**src/riscv_pkg.sv**
```systemverilog
package riscv_pkg;

    // ************************************************************
    // widths and default memory depths
    // ************************************************************
    localparam int xlen               = 32;   // data and address width
    localparam int imem_depth_default = 256;  // words
    localparam int dmem_depth_default = 256;  // words

    // ************************************************************
    // opcode classes handled by the core
    // ************************************************************
    localparam logic [6:0] op     = 7'b0110011;  // register alu ops
    localparam logic [6:0] op_imm = 7'b0010011;  // immediate alu ops
    localparam logic [6:0] load   = 7'b0000011;  // lw only
    localparam logic [6:0] store  = 7'b0100011;  // sw only
    localparam logic [6:0] branch = 7'b1100011;  // beq bne blt bge
    localparam logic [6:0] jal    = 7'b1101111;
    localparam logic [6:0] lui    = 7'b0110111;

    // alu function select
    typedef enum logic [3:0] {
        alu_add    = 4'd0,
        alu_sub    = 4'd1,
        alu_and    = 4'd2,
        alu_or     = 4'd3,
        alu_xor    = 4'd4,
        alu_slt    = 4'd5,   // signed compare
        alu_sll    = 4'd6,
        alu_srl    = 4'd7,
        alu_sra    = 4'd8,
        alu_pass_b = 4'd9    // lui forwards the immediate
    } alu_op_t;

    // immediate formats
    typedef enum logic [2:0] {
        imm_i = 3'd0,
        imm_s = 3'd1,
        imm_b = 3'd2,
        imm_u = 3'd3,
        imm_j = 3'd4
    } imm_sel_t;

    // register writeback source
    typedef enum logic [1:0] {
        wb_alu = 2'd0,
        wb_mem = 2'd1,
        wb_pc4 = 2'd2   // link value for jal
    } wb_sel_t;

endpackage

```
**src/rv32_alu.sv**
```systemverilog
`timescale 1ns/1ps

module rv32_alu (
    input  logic [riscv_pkg::xlen-1:0] a,
    input  logic [riscv_pkg::xlen-1:0] b,
    input  riscv_pkg::alu_op_t         alu_op,
    output logic [riscv_pkg::xlen-1:0] result,
    output logic                       eq,   // a == b
    output logic                       lt    // signed a < b
);
    import riscv_pkg::*;

    localparam int SHW = $clog2(xlen);   // shift amount width

    logic [SHW-1:0] shamt;

    assign shamt = b[SHW-1:0];   // upper bits of b ignored

    // ************************************************************
    // compare flags, also used for branch resolution
    // ************************************************************
    assign eq = (a == b);
    assign lt = ($signed(a) < $signed(b));

    always_comb begin
        case (alu_op)
            alu_add:    result = a + b;
            alu_sub:    result = a - b;
            alu_and:    result = a & b;
            alu_or:     result = a | b;
            alu_xor:    result = a ^ b;
            alu_slt:    result = {{(xlen-1){1'b0}}, lt};
            alu_sll:    result = a << shamt;
            alu_srl:    result = a >> shamt;
            alu_sra:    result = $signed(a) >>> shamt;  // keeps sign
            alu_pass_b: result = b;
            default:    result = '0;
        endcase
    end

endmodule

```
**src/rv32_core.sv**
```systemverilog
`timescale 1ns/1ps

module rv32_core #(
    parameter int IMEM_DEPTH = riscv_pkg::imem_depth_default,
    parameter int DMEM_DEPTH = riscv_pkg::dmem_depth_default
) (
    input  logic                       CLK,
    input  logic                       rst_n,
    input  logic                       run,      // low holds pc at 0, blocks writes
    input  logic [riscv_pkg::xlen-1:0] idata,
    input  logic [riscv_pkg::xlen-1:0] ddata_r,
    output logic [riscv_pkg::xlen-1:0] iaddr,    // byte address
    output logic [riscv_pkg::xlen-1:0] daddr,
    output logic [riscv_pkg::xlen-1:0] ddata_w,
    output logic                       d_we
);
    import riscv_pkg::*;

    localparam int IAW = $clog2(IMEM_DEPTH) + 2;  // byte address bits into imem
    localparam int DAW = $clog2(DMEM_DEPTH) + 2;  // byte address bits into dmem

    logic [xlen-1:0] pc;
    logic [xlen-1:0] pc_plus4;
    logic [xlen-1:0] pc_target;   // branch or jump destination
    logic [xlen-1:0] pc_next;
    logic [xlen-1:0] rdata1, rdata2;
    logic [xlen-1:0] imm;
    logic [xlen-1:0] alu_b;
    logic [xlen-1:0] alu_result;
    logic [xlen-1:0] wb_data;
    logic            eq, lt;
    logic            br_cond;
    logic            rf_we;

    // decoded controls
    alu_op_t  alu_op;
    imm_sel_t imm_sel;
    wb_sel_t  wb_sel;
    logic     alu_src_imm, reg_we, mem_we, is_branch, is_jal;

    // ************************************************************
    // program counter
    // ************************************************************
    assign pc_plus4  = pc + 32'd4;
    assign pc_target = pc + imm;    // b or j immediate, picked by decoder

    always_comb begin
        case (idata[14:12])         // branch type from funct3
            3'b000:  br_cond = eq;  // beq
            3'b001:  br_cond = !eq; // bne
            3'b100:  br_cond = lt;  // blt
            3'b101:  br_cond = !lt; // bge
            default: br_cond = 1'b0;
        endcase
    end

    assign pc_next = (is_jal || (is_branch && br_cond)) ? pc_target : pc_plus4;

    always_ff @(posedge CLK or negedge rst_n) begin
        if (!rst_n) begin
            pc <= '0;
        end else if (!run) begin
            pc <= '0;                                         // parked at reset vector
        end else begin
            pc <= {{(xlen-IAW){1'b0}}, pc_next[IAW-1:0]};    // wraps inside imem
        end
    end

    assign iaddr = pc;

    // ************************************************************
    // datapath
    // ************************************************************
    rv32_decoder i_dec (
        .instr       (idata),
        .alu_op      (alu_op),
        .imm_sel     (imm_sel),
        .alu_src_imm (alu_src_imm),
        .reg_we      (reg_we),
        .mem_we      (mem_we),
        .wb_sel      (wb_sel),
        .is_branch   (is_branch),
        .is_jal      (is_jal)
    );

    assign rf_we = reg_we && run;

    rv32_regfile i_rf (
        .CLK    (CLK),
        .rst_n  (rst_n),
        .we     (rf_we),
        .rs1    (idata[19:15]),
        .rs2    (idata[24:20]),
        .rd     (idata[11:7]),
        .wdata  (wb_data),
        .rdata1 (rdata1),
        .rdata2 (rdata2)
    );

    rv32_imm_gen i_imm (
        .instr   (idata),
        .imm_sel (imm_sel),
        .imm     (imm)
    );

    assign alu_b = alu_src_imm ? imm : rdata2;  // operand b mux

    rv32_alu i_alu (
        .a      (rdata1),
        .b      (alu_b),
        .alu_op (alu_op),
        .result (alu_result),
        .eq     (eq),
        .lt     (lt)
    );

    // writeback source
    always_comb begin
        case (wb_sel)
            wb_mem:  wb_data = ddata_r;    // lw
            wb_pc4:  wb_data = pc_plus4;   // jal link
            default: wb_data = alu_result;
        endcase
    end

    // data bus, address trimmed to dmem range
    assign daddr   = {{(xlen-DAW){1'b0}}, alu_result[DAW-1:0]};
    assign ddata_w = rdata2;
    assign d_we    = mem_we && run;

endmodule

```
**src/rv32_decoder.sv**
```systemverilog
`timescale 1ns/1ps

module rv32_decoder (
    input  logic [riscv_pkg::xlen-1:0] instr,
    output riscv_pkg::alu_op_t         alu_op,
    output riscv_pkg::imm_sel_t        imm_sel,
    output logic                       alu_src_imm,  // b operand from immediate
    output logic                       reg_we,
    output logic                       mem_we,
    output riscv_pkg::wb_sel_t         wb_sel,
    output logic                       is_branch,
    output logic                       is_jal
);
    import riscv_pkg::*;

    logic [6:0] opcode;
    logic [2:0] funct3;
    logic       funct7_5;   // sub and sra select bit

    assign opcode   = instr[6:0];
    assign funct3   = instr[14:12];
    assign funct7_5 = instr[30];

    always_comb begin
        // defaults give a no-op that falls through to pc+4
        alu_op      = alu_add;
        imm_sel     = imm_i;
        alu_src_imm = 1'b0;
        reg_we      = 1'b0;
        mem_we      = 1'b0;
        wb_sel      = wb_alu;
        is_branch   = 1'b0;
        is_jal      = 1'b0;

        case (opcode)
            op, op_imm: begin
                alu_src_imm = (opcode == op_imm);
                reg_we      = 1'b1;
                case (funct3)
                    3'b000:  alu_op = (opcode == op && funct7_5) ? alu_sub : alu_add;
                    3'b001:  alu_op = alu_sll;
                    3'b010:  alu_op = alu_slt;
                    3'b100:  alu_op = alu_xor;
                    3'b101:  alu_op = funct7_5 ? alu_sra : alu_srl;  // srai shares bit 30
                    3'b110:  alu_op = alu_or;
                    3'b111:  alu_op = alu_and;
                    default: reg_we = 1'b0;  // sltu not in subset
                endcase
            end
            load: begin
                alu_src_imm = 1'b1;   // rs1 + imm_i
                reg_we      = 1'b1;
                wb_sel      = wb_mem;
            end
            store: begin
                imm_sel     = imm_s;
                alu_src_imm = 1'b1;
                mem_we      = 1'b1;
            end
            branch: begin
                imm_sel   = imm_b;    // target offset, alu compares rs1 and rs2
                is_branch = 1'b1;
            end
            jal: begin
                imm_sel = imm_j;
                reg_we  = 1'b1;
                wb_sel  = wb_pc4;
                is_jal  = 1'b1;
            end
            lui: begin
                imm_sel     = imm_u;
                alu_src_imm = 1'b1;
                alu_op      = alu_pass_b;
                reg_we      = 1'b1;
            end
            default: ;              // unknown opcode
        endcase
    end

endmodule

```
**src/rv32_imm_gen.sv**
```systemverilog
`timescale 1ns/1ps

module rv32_imm_gen (
    input  logic [riscv_pkg::xlen-1:0] instr,
    input  riscv_pkg::imm_sel_t        imm_sel,
    output logic [riscv_pkg::xlen-1:0] imm
);
    import riscv_pkg::*;

    logic sign;

    assign sign = instr[31];  // all formats sign extend from bit 31

    always_comb begin
        case (imm_sel)
            imm_s: begin
                imm = {{20{sign}}, instr[31:25], instr[11:7]};
            end
            imm_b: begin
                imm = {{19{sign}}, sign, instr[7], instr[30:25], instr[11:8], 1'b0};
            end
            imm_u: begin
                imm = {instr[31:12], 12'b0};   // zeros below
            end
            imm_j: begin
                imm = {{11{sign}}, sign, instr[19:12], instr[20], instr[30:21], 1'b0};
            end
            default: begin
                imm = {{20{sign}}, instr[31:20]};   // i format
            end
        endcase
    end

endmodule

```
**src/rv32_regfile.sv**
```systemverilog
`timescale 1ns/1ps

module rv32_regfile (
    input  logic                       CLK,
    input  logic                       rst_n,
    input  logic                       we,
    input  logic [4:0]                 rs1,
    input  logic [4:0]                 rs2,
    input  logic [4:0]                 rd,
    input  logic [riscv_pkg::xlen-1:0] wdata,
    output logic [riscv_pkg::xlen-1:0] rdata1,
    output logic [riscv_pkg::xlen-1:0] rdata2
);
    import riscv_pkg::*;

    logic [xlen-1:0] regs [32];

    always_ff @(posedge CLK or negedge rst_n) begin
        if (!rst_n) begin
            for (int i = 0; i < 32; i++) begin
                regs[i] <= '0;
            end
        end else if (we && rd != 5'd0) begin  // x0 never written
            regs[rd] <= wdata;
        end
    end

    // combinational reads, x0 forced to zero
    assign rdata1 = (rs1 == 5'd0) ? '0 : regs[rs1];
    assign rdata2 = (rs2 == 5'd0) ? '0 : regs[rs2];

endmodule

```
**config.mk**
```make
export PLATFORM = sky130hd
export DESIGN_NAME = rv32_core
export DESIGN_NICKNAME = d
export VERILOG_FILES = /design/src/riscv_pkg.sv /design/src/rv32_alu.sv /design/src/rv32_core.sv /design/src/rv32_decoder.sv /design/src/rv32_imm_gen.sv /design/src/rv32_regfile.sv
export SDC_FILE = /design/constraint.sdc
export NUM_CORES = 2
export LEC_CHECK = 0
export BUFFER_PORTS_ARGS = -buffer_cell sky130_fd_sc_hd__buf_2
export CAP_MARGIN = 25
export CORE_ASPECT_RATIO = 1.2
export CORE_MARGIN = 5
export CORE_UTILIZATION = 40
export DETAILED_ROUTE_END_ITERATION = 10
export HOLD_SLACK_MARGIN = 0.02
export MAX_ROUTING_LAYER = met4
export PLACE_DENSITY = 0.66
export SKIP_CTS_REPAIR_TIMING = 1
export SYNTH_ARGS = -nofsm -noshare
export SYNTH_HDL_FRONTEND = slang
export SYNTH_SLANG_ARGS = --single-unit
```
**constraint.sdc**
```tcl
create_clock -name CLK -period 7.2 [get_ports CLK]
set_clock_uncertainty 0.15 [all_clocks]
set_input_delay 0 -clock CLK [delete_from_list [all_inputs] [get_ports CLK]]
set_output_delay 0 -clock CLK [all_outputs]
set_load 0.1 [all_outputs]
```
==> results.cfg <==
[pwr]
fin_total_pwr_mw = 14.32
peakVddDrop_mv = 0.1872
p_leak_nw = 32.68
p_per_area_nw_per_um2 = 194.3

[clock_network]
cts_tree = done
cts-root-buf = clkbuf_16
clk_latency_ns = 0.77
path_clk_slew_ns = 0.07
cts_max_level = 3
clock_sinks = 1034
numCtsBuffers = 101
cts.path.max_buffers = 3

[drt]
via_per_inst = 6.613
finalWirelength_um = 280500
drc = 0
vias = 55726
dr.pass1.iters = 7
avgRoutedWirePerCell_um = 33.28
first_iter_violations = 6803
ant_nets = 0

[timing]
max_freq_ghz = 0.1539
min_period_ns = 6.499
hold_violations = 0
whs_ns = 0.01629
grt_setup_unrepaired = no
worst_pin_slew_ns = 1.084
setup_ws_ns = 0.7011
period_share_pct = 90.26
setup_viol_count_final = 0
slew_viol_final = 0
relSlewSlack_pct = 26.97
fin_setup_tns_ns = 0

[logic_synthesis]
async_flop_share_pct = 100.0
synth_top_cell_by_area = dfrtp_1
synth_area_leaders = dfrtp_1 (39%), mux4_2 (16%), mux2_2 (7.1%)
syn_area_sq_um = 66260
synth_compound_area_share_pct = 15.42
synth_edf_count = 0
ys_warn_count = 0
ys_ff_latch = 1034
netlist.area_leader.share_pct = 39.05
synth_ff_type = dfrtp_1
syn_inst = 6264
synth_xor_xnor_area_share_pct = 0.3966
synth_top_family_by_area = multiplexers
synthSimpleGateAreaFrac_pct = 9.782
syn_avg_cell_area_sq_um = 10.58
ys_seq_area_share_pct = 39.05
synth.distinct_cells = 116
synth_fa_ha_area_share_pct = 2.149
yosys-mux-area-fraction_pct = 27.37

[place]
dp_hpwl_um = 193500
dp_slack_ns = 0.7251
port_buffers = 119
dp.cells = 8199
place_congestion = 1.063

[global_routing]
grt_max_degree = 168
grt-ovfl-total = 0
antenna_found_initial = 8
grt_util_all_layers_pct = 32.29
grt_pass1_vias = 55299
grt_pass1_wl_um = 400800

[floorplan]
dieArea_sq_um = 173900
start_util_pct = 40.26
num_rows = 163
chipHeight_um = 455.8
fp.dieW_um = 381.5
core_area_sq_um = 164600
ioPinCount = 164

[critical_path]
crit_path_cell_trace = mux4_2 > mux4_2 > o211ai_1 > o22ai_1 > ha_1 > inv_1 > nand3b_1 > nor3_1 > o21ai_0 > a211o_1 > nand3b_1 > a21boi_0 > o21a_1 > o31ai_2 > buf_4 > mux2i_1 > nor2b_1 > dlygate4sd3_1
cp_num_buf_inv = 3
cp.arrival_ns = 6.98
endpoint_kind = flop
startpoint_type = flop
crit_fanout = 10
critPathSlowestCell = o211ai_1
critPathMaxStageDelay_ns = 0.63
worst_ep_required_time_ns = 7.68
path_class = reg2reg
critPathTopFamily = compound AO/OA/AOI/OAI gates

[cells_and_area]
layout.nets = 6375
drive_above_1_share_pct = 26.16
syn_to_final_growth_pct = 11.21
layout_commonest_cell = dfrtp_1
stdcell_count = 8427
multi_input_area_sq_um = 37220
seq_area_sq_um = 25870
nFillCells = 15163
layout_common_cells = dfrtp_1 (1034), nand2_1 (984), o21ai_0 (492), mux4_2 (458), mux2_2 (418)

[min_path]
hold_class = in2reg

[run_status]
status = finished clean

[flow_run]
cap_viol_max_count = 0
[report_power, final]
| part | internal (mW) | switching (mW) | total (mW) | leakage [nW] |
|---|---|---|---|---|
| combinational | 0.817 | 1.93 | 2.74 | 16.6 |
| clock | 3.12 | 2.48 | 5.59 | 1.67 |
| sequential | 5.90 | 0.0752 | 5.98 | 14.4 |
[path summary, 6_finish.rpt]
check,from,endpoint,slack [ns],cells after the start
worst min-delay path,ddata_r[15],i_rf.regs[111],0.02,7
worst min register to register,i_rf.regs[1017],i_rf.regs[1017],0.23,0
worst max-delay path,i_rf.regs[661],iaddr[0],0.70,18
min in group asynchronous,rst_n,i_rf.regs[838],0.33,4
max in group asynchronous,rst_n,i_rf.regs[155],5.15,5
worst max register to register,i_rf.regs[661],iaddr[0],0.70,18
[cells by family after synthesis]
group | Yosys count
AOI/OAI and AO/OA | 1605
xor gates and xnor gates | 30
adders and majority gates | 112
buffers and inverters | 797
DFF | 1034
muxes | 1150
other | 1
and+or+nand+nor | 1535
[layout make-up]
cell class,count,share of cell area [%]
inverters,125,0.6452
clock buffers,144,3.948
well taps,2145,3.642
flip-flops and latches,1034,35.12
multi-input cells,4476,50.51
diodes,8,0.02717
repair buffers,458,5.405
clock inverters,37,0.7030
[worst register-to-register path: cells and delay by family (launching register included)]
family,cells,cell delay (ns)
compound gates,7,2.16
mux,3,1.18
buf+inv,3,1.08
simple gates,4,0.92
fa+ha+maj,1,0.50
flops,1,0.39
[flip-flops by register name (all words and copies together) (netlist names)]
name	flops
iaddr	10
i_rf.regs	1024
[routing by layer]
metal  vias to the layer above  track usage, %  wire length (um)
li1                      22993               -                 -
met1                     28163           39.12            103100
met2                      3526           48.84            125700
met3                      1044           7.193             28440
met4                         0           20.88             23180
met5                         -               -                 0
[stage by stage]
step / utilization, % / area (sq um)
after floorplan: - / 66490
after global placement: 42.39 / 69760
after detailed placement: 42.42 / 69820
after CTS: 44.50 / 73250
after global routing: 44.77 / 73680
final: 44.77 / 73690
[cells in the mapped netlist, drive strengths merged (10+ instances only)]
cell type  number
clkbuf        365
and2           24
o211ai         74
buf           307
nand2        1012
nand3          96
or3            12
a32o           13
nor3           78
o21a           14
a21o           42
nand2b         20
dfrtp        1034
a31oi          43
ha            109
mux2          423
o21ai         792
mux2i         249
a221oi         51
o221ai         31
a22oi          41
nor2          184
o21bai         29
xnor2          26
a211o          17
nor2b          24
a21boi         14
a211oi         33
a222oi         17
o22ai          38
nand4          19
o211a          10
a221o          11
a21oi         211
and3           21
inv           122
o31ai          14
mux4          478
(Power assumes the default switching activity.)
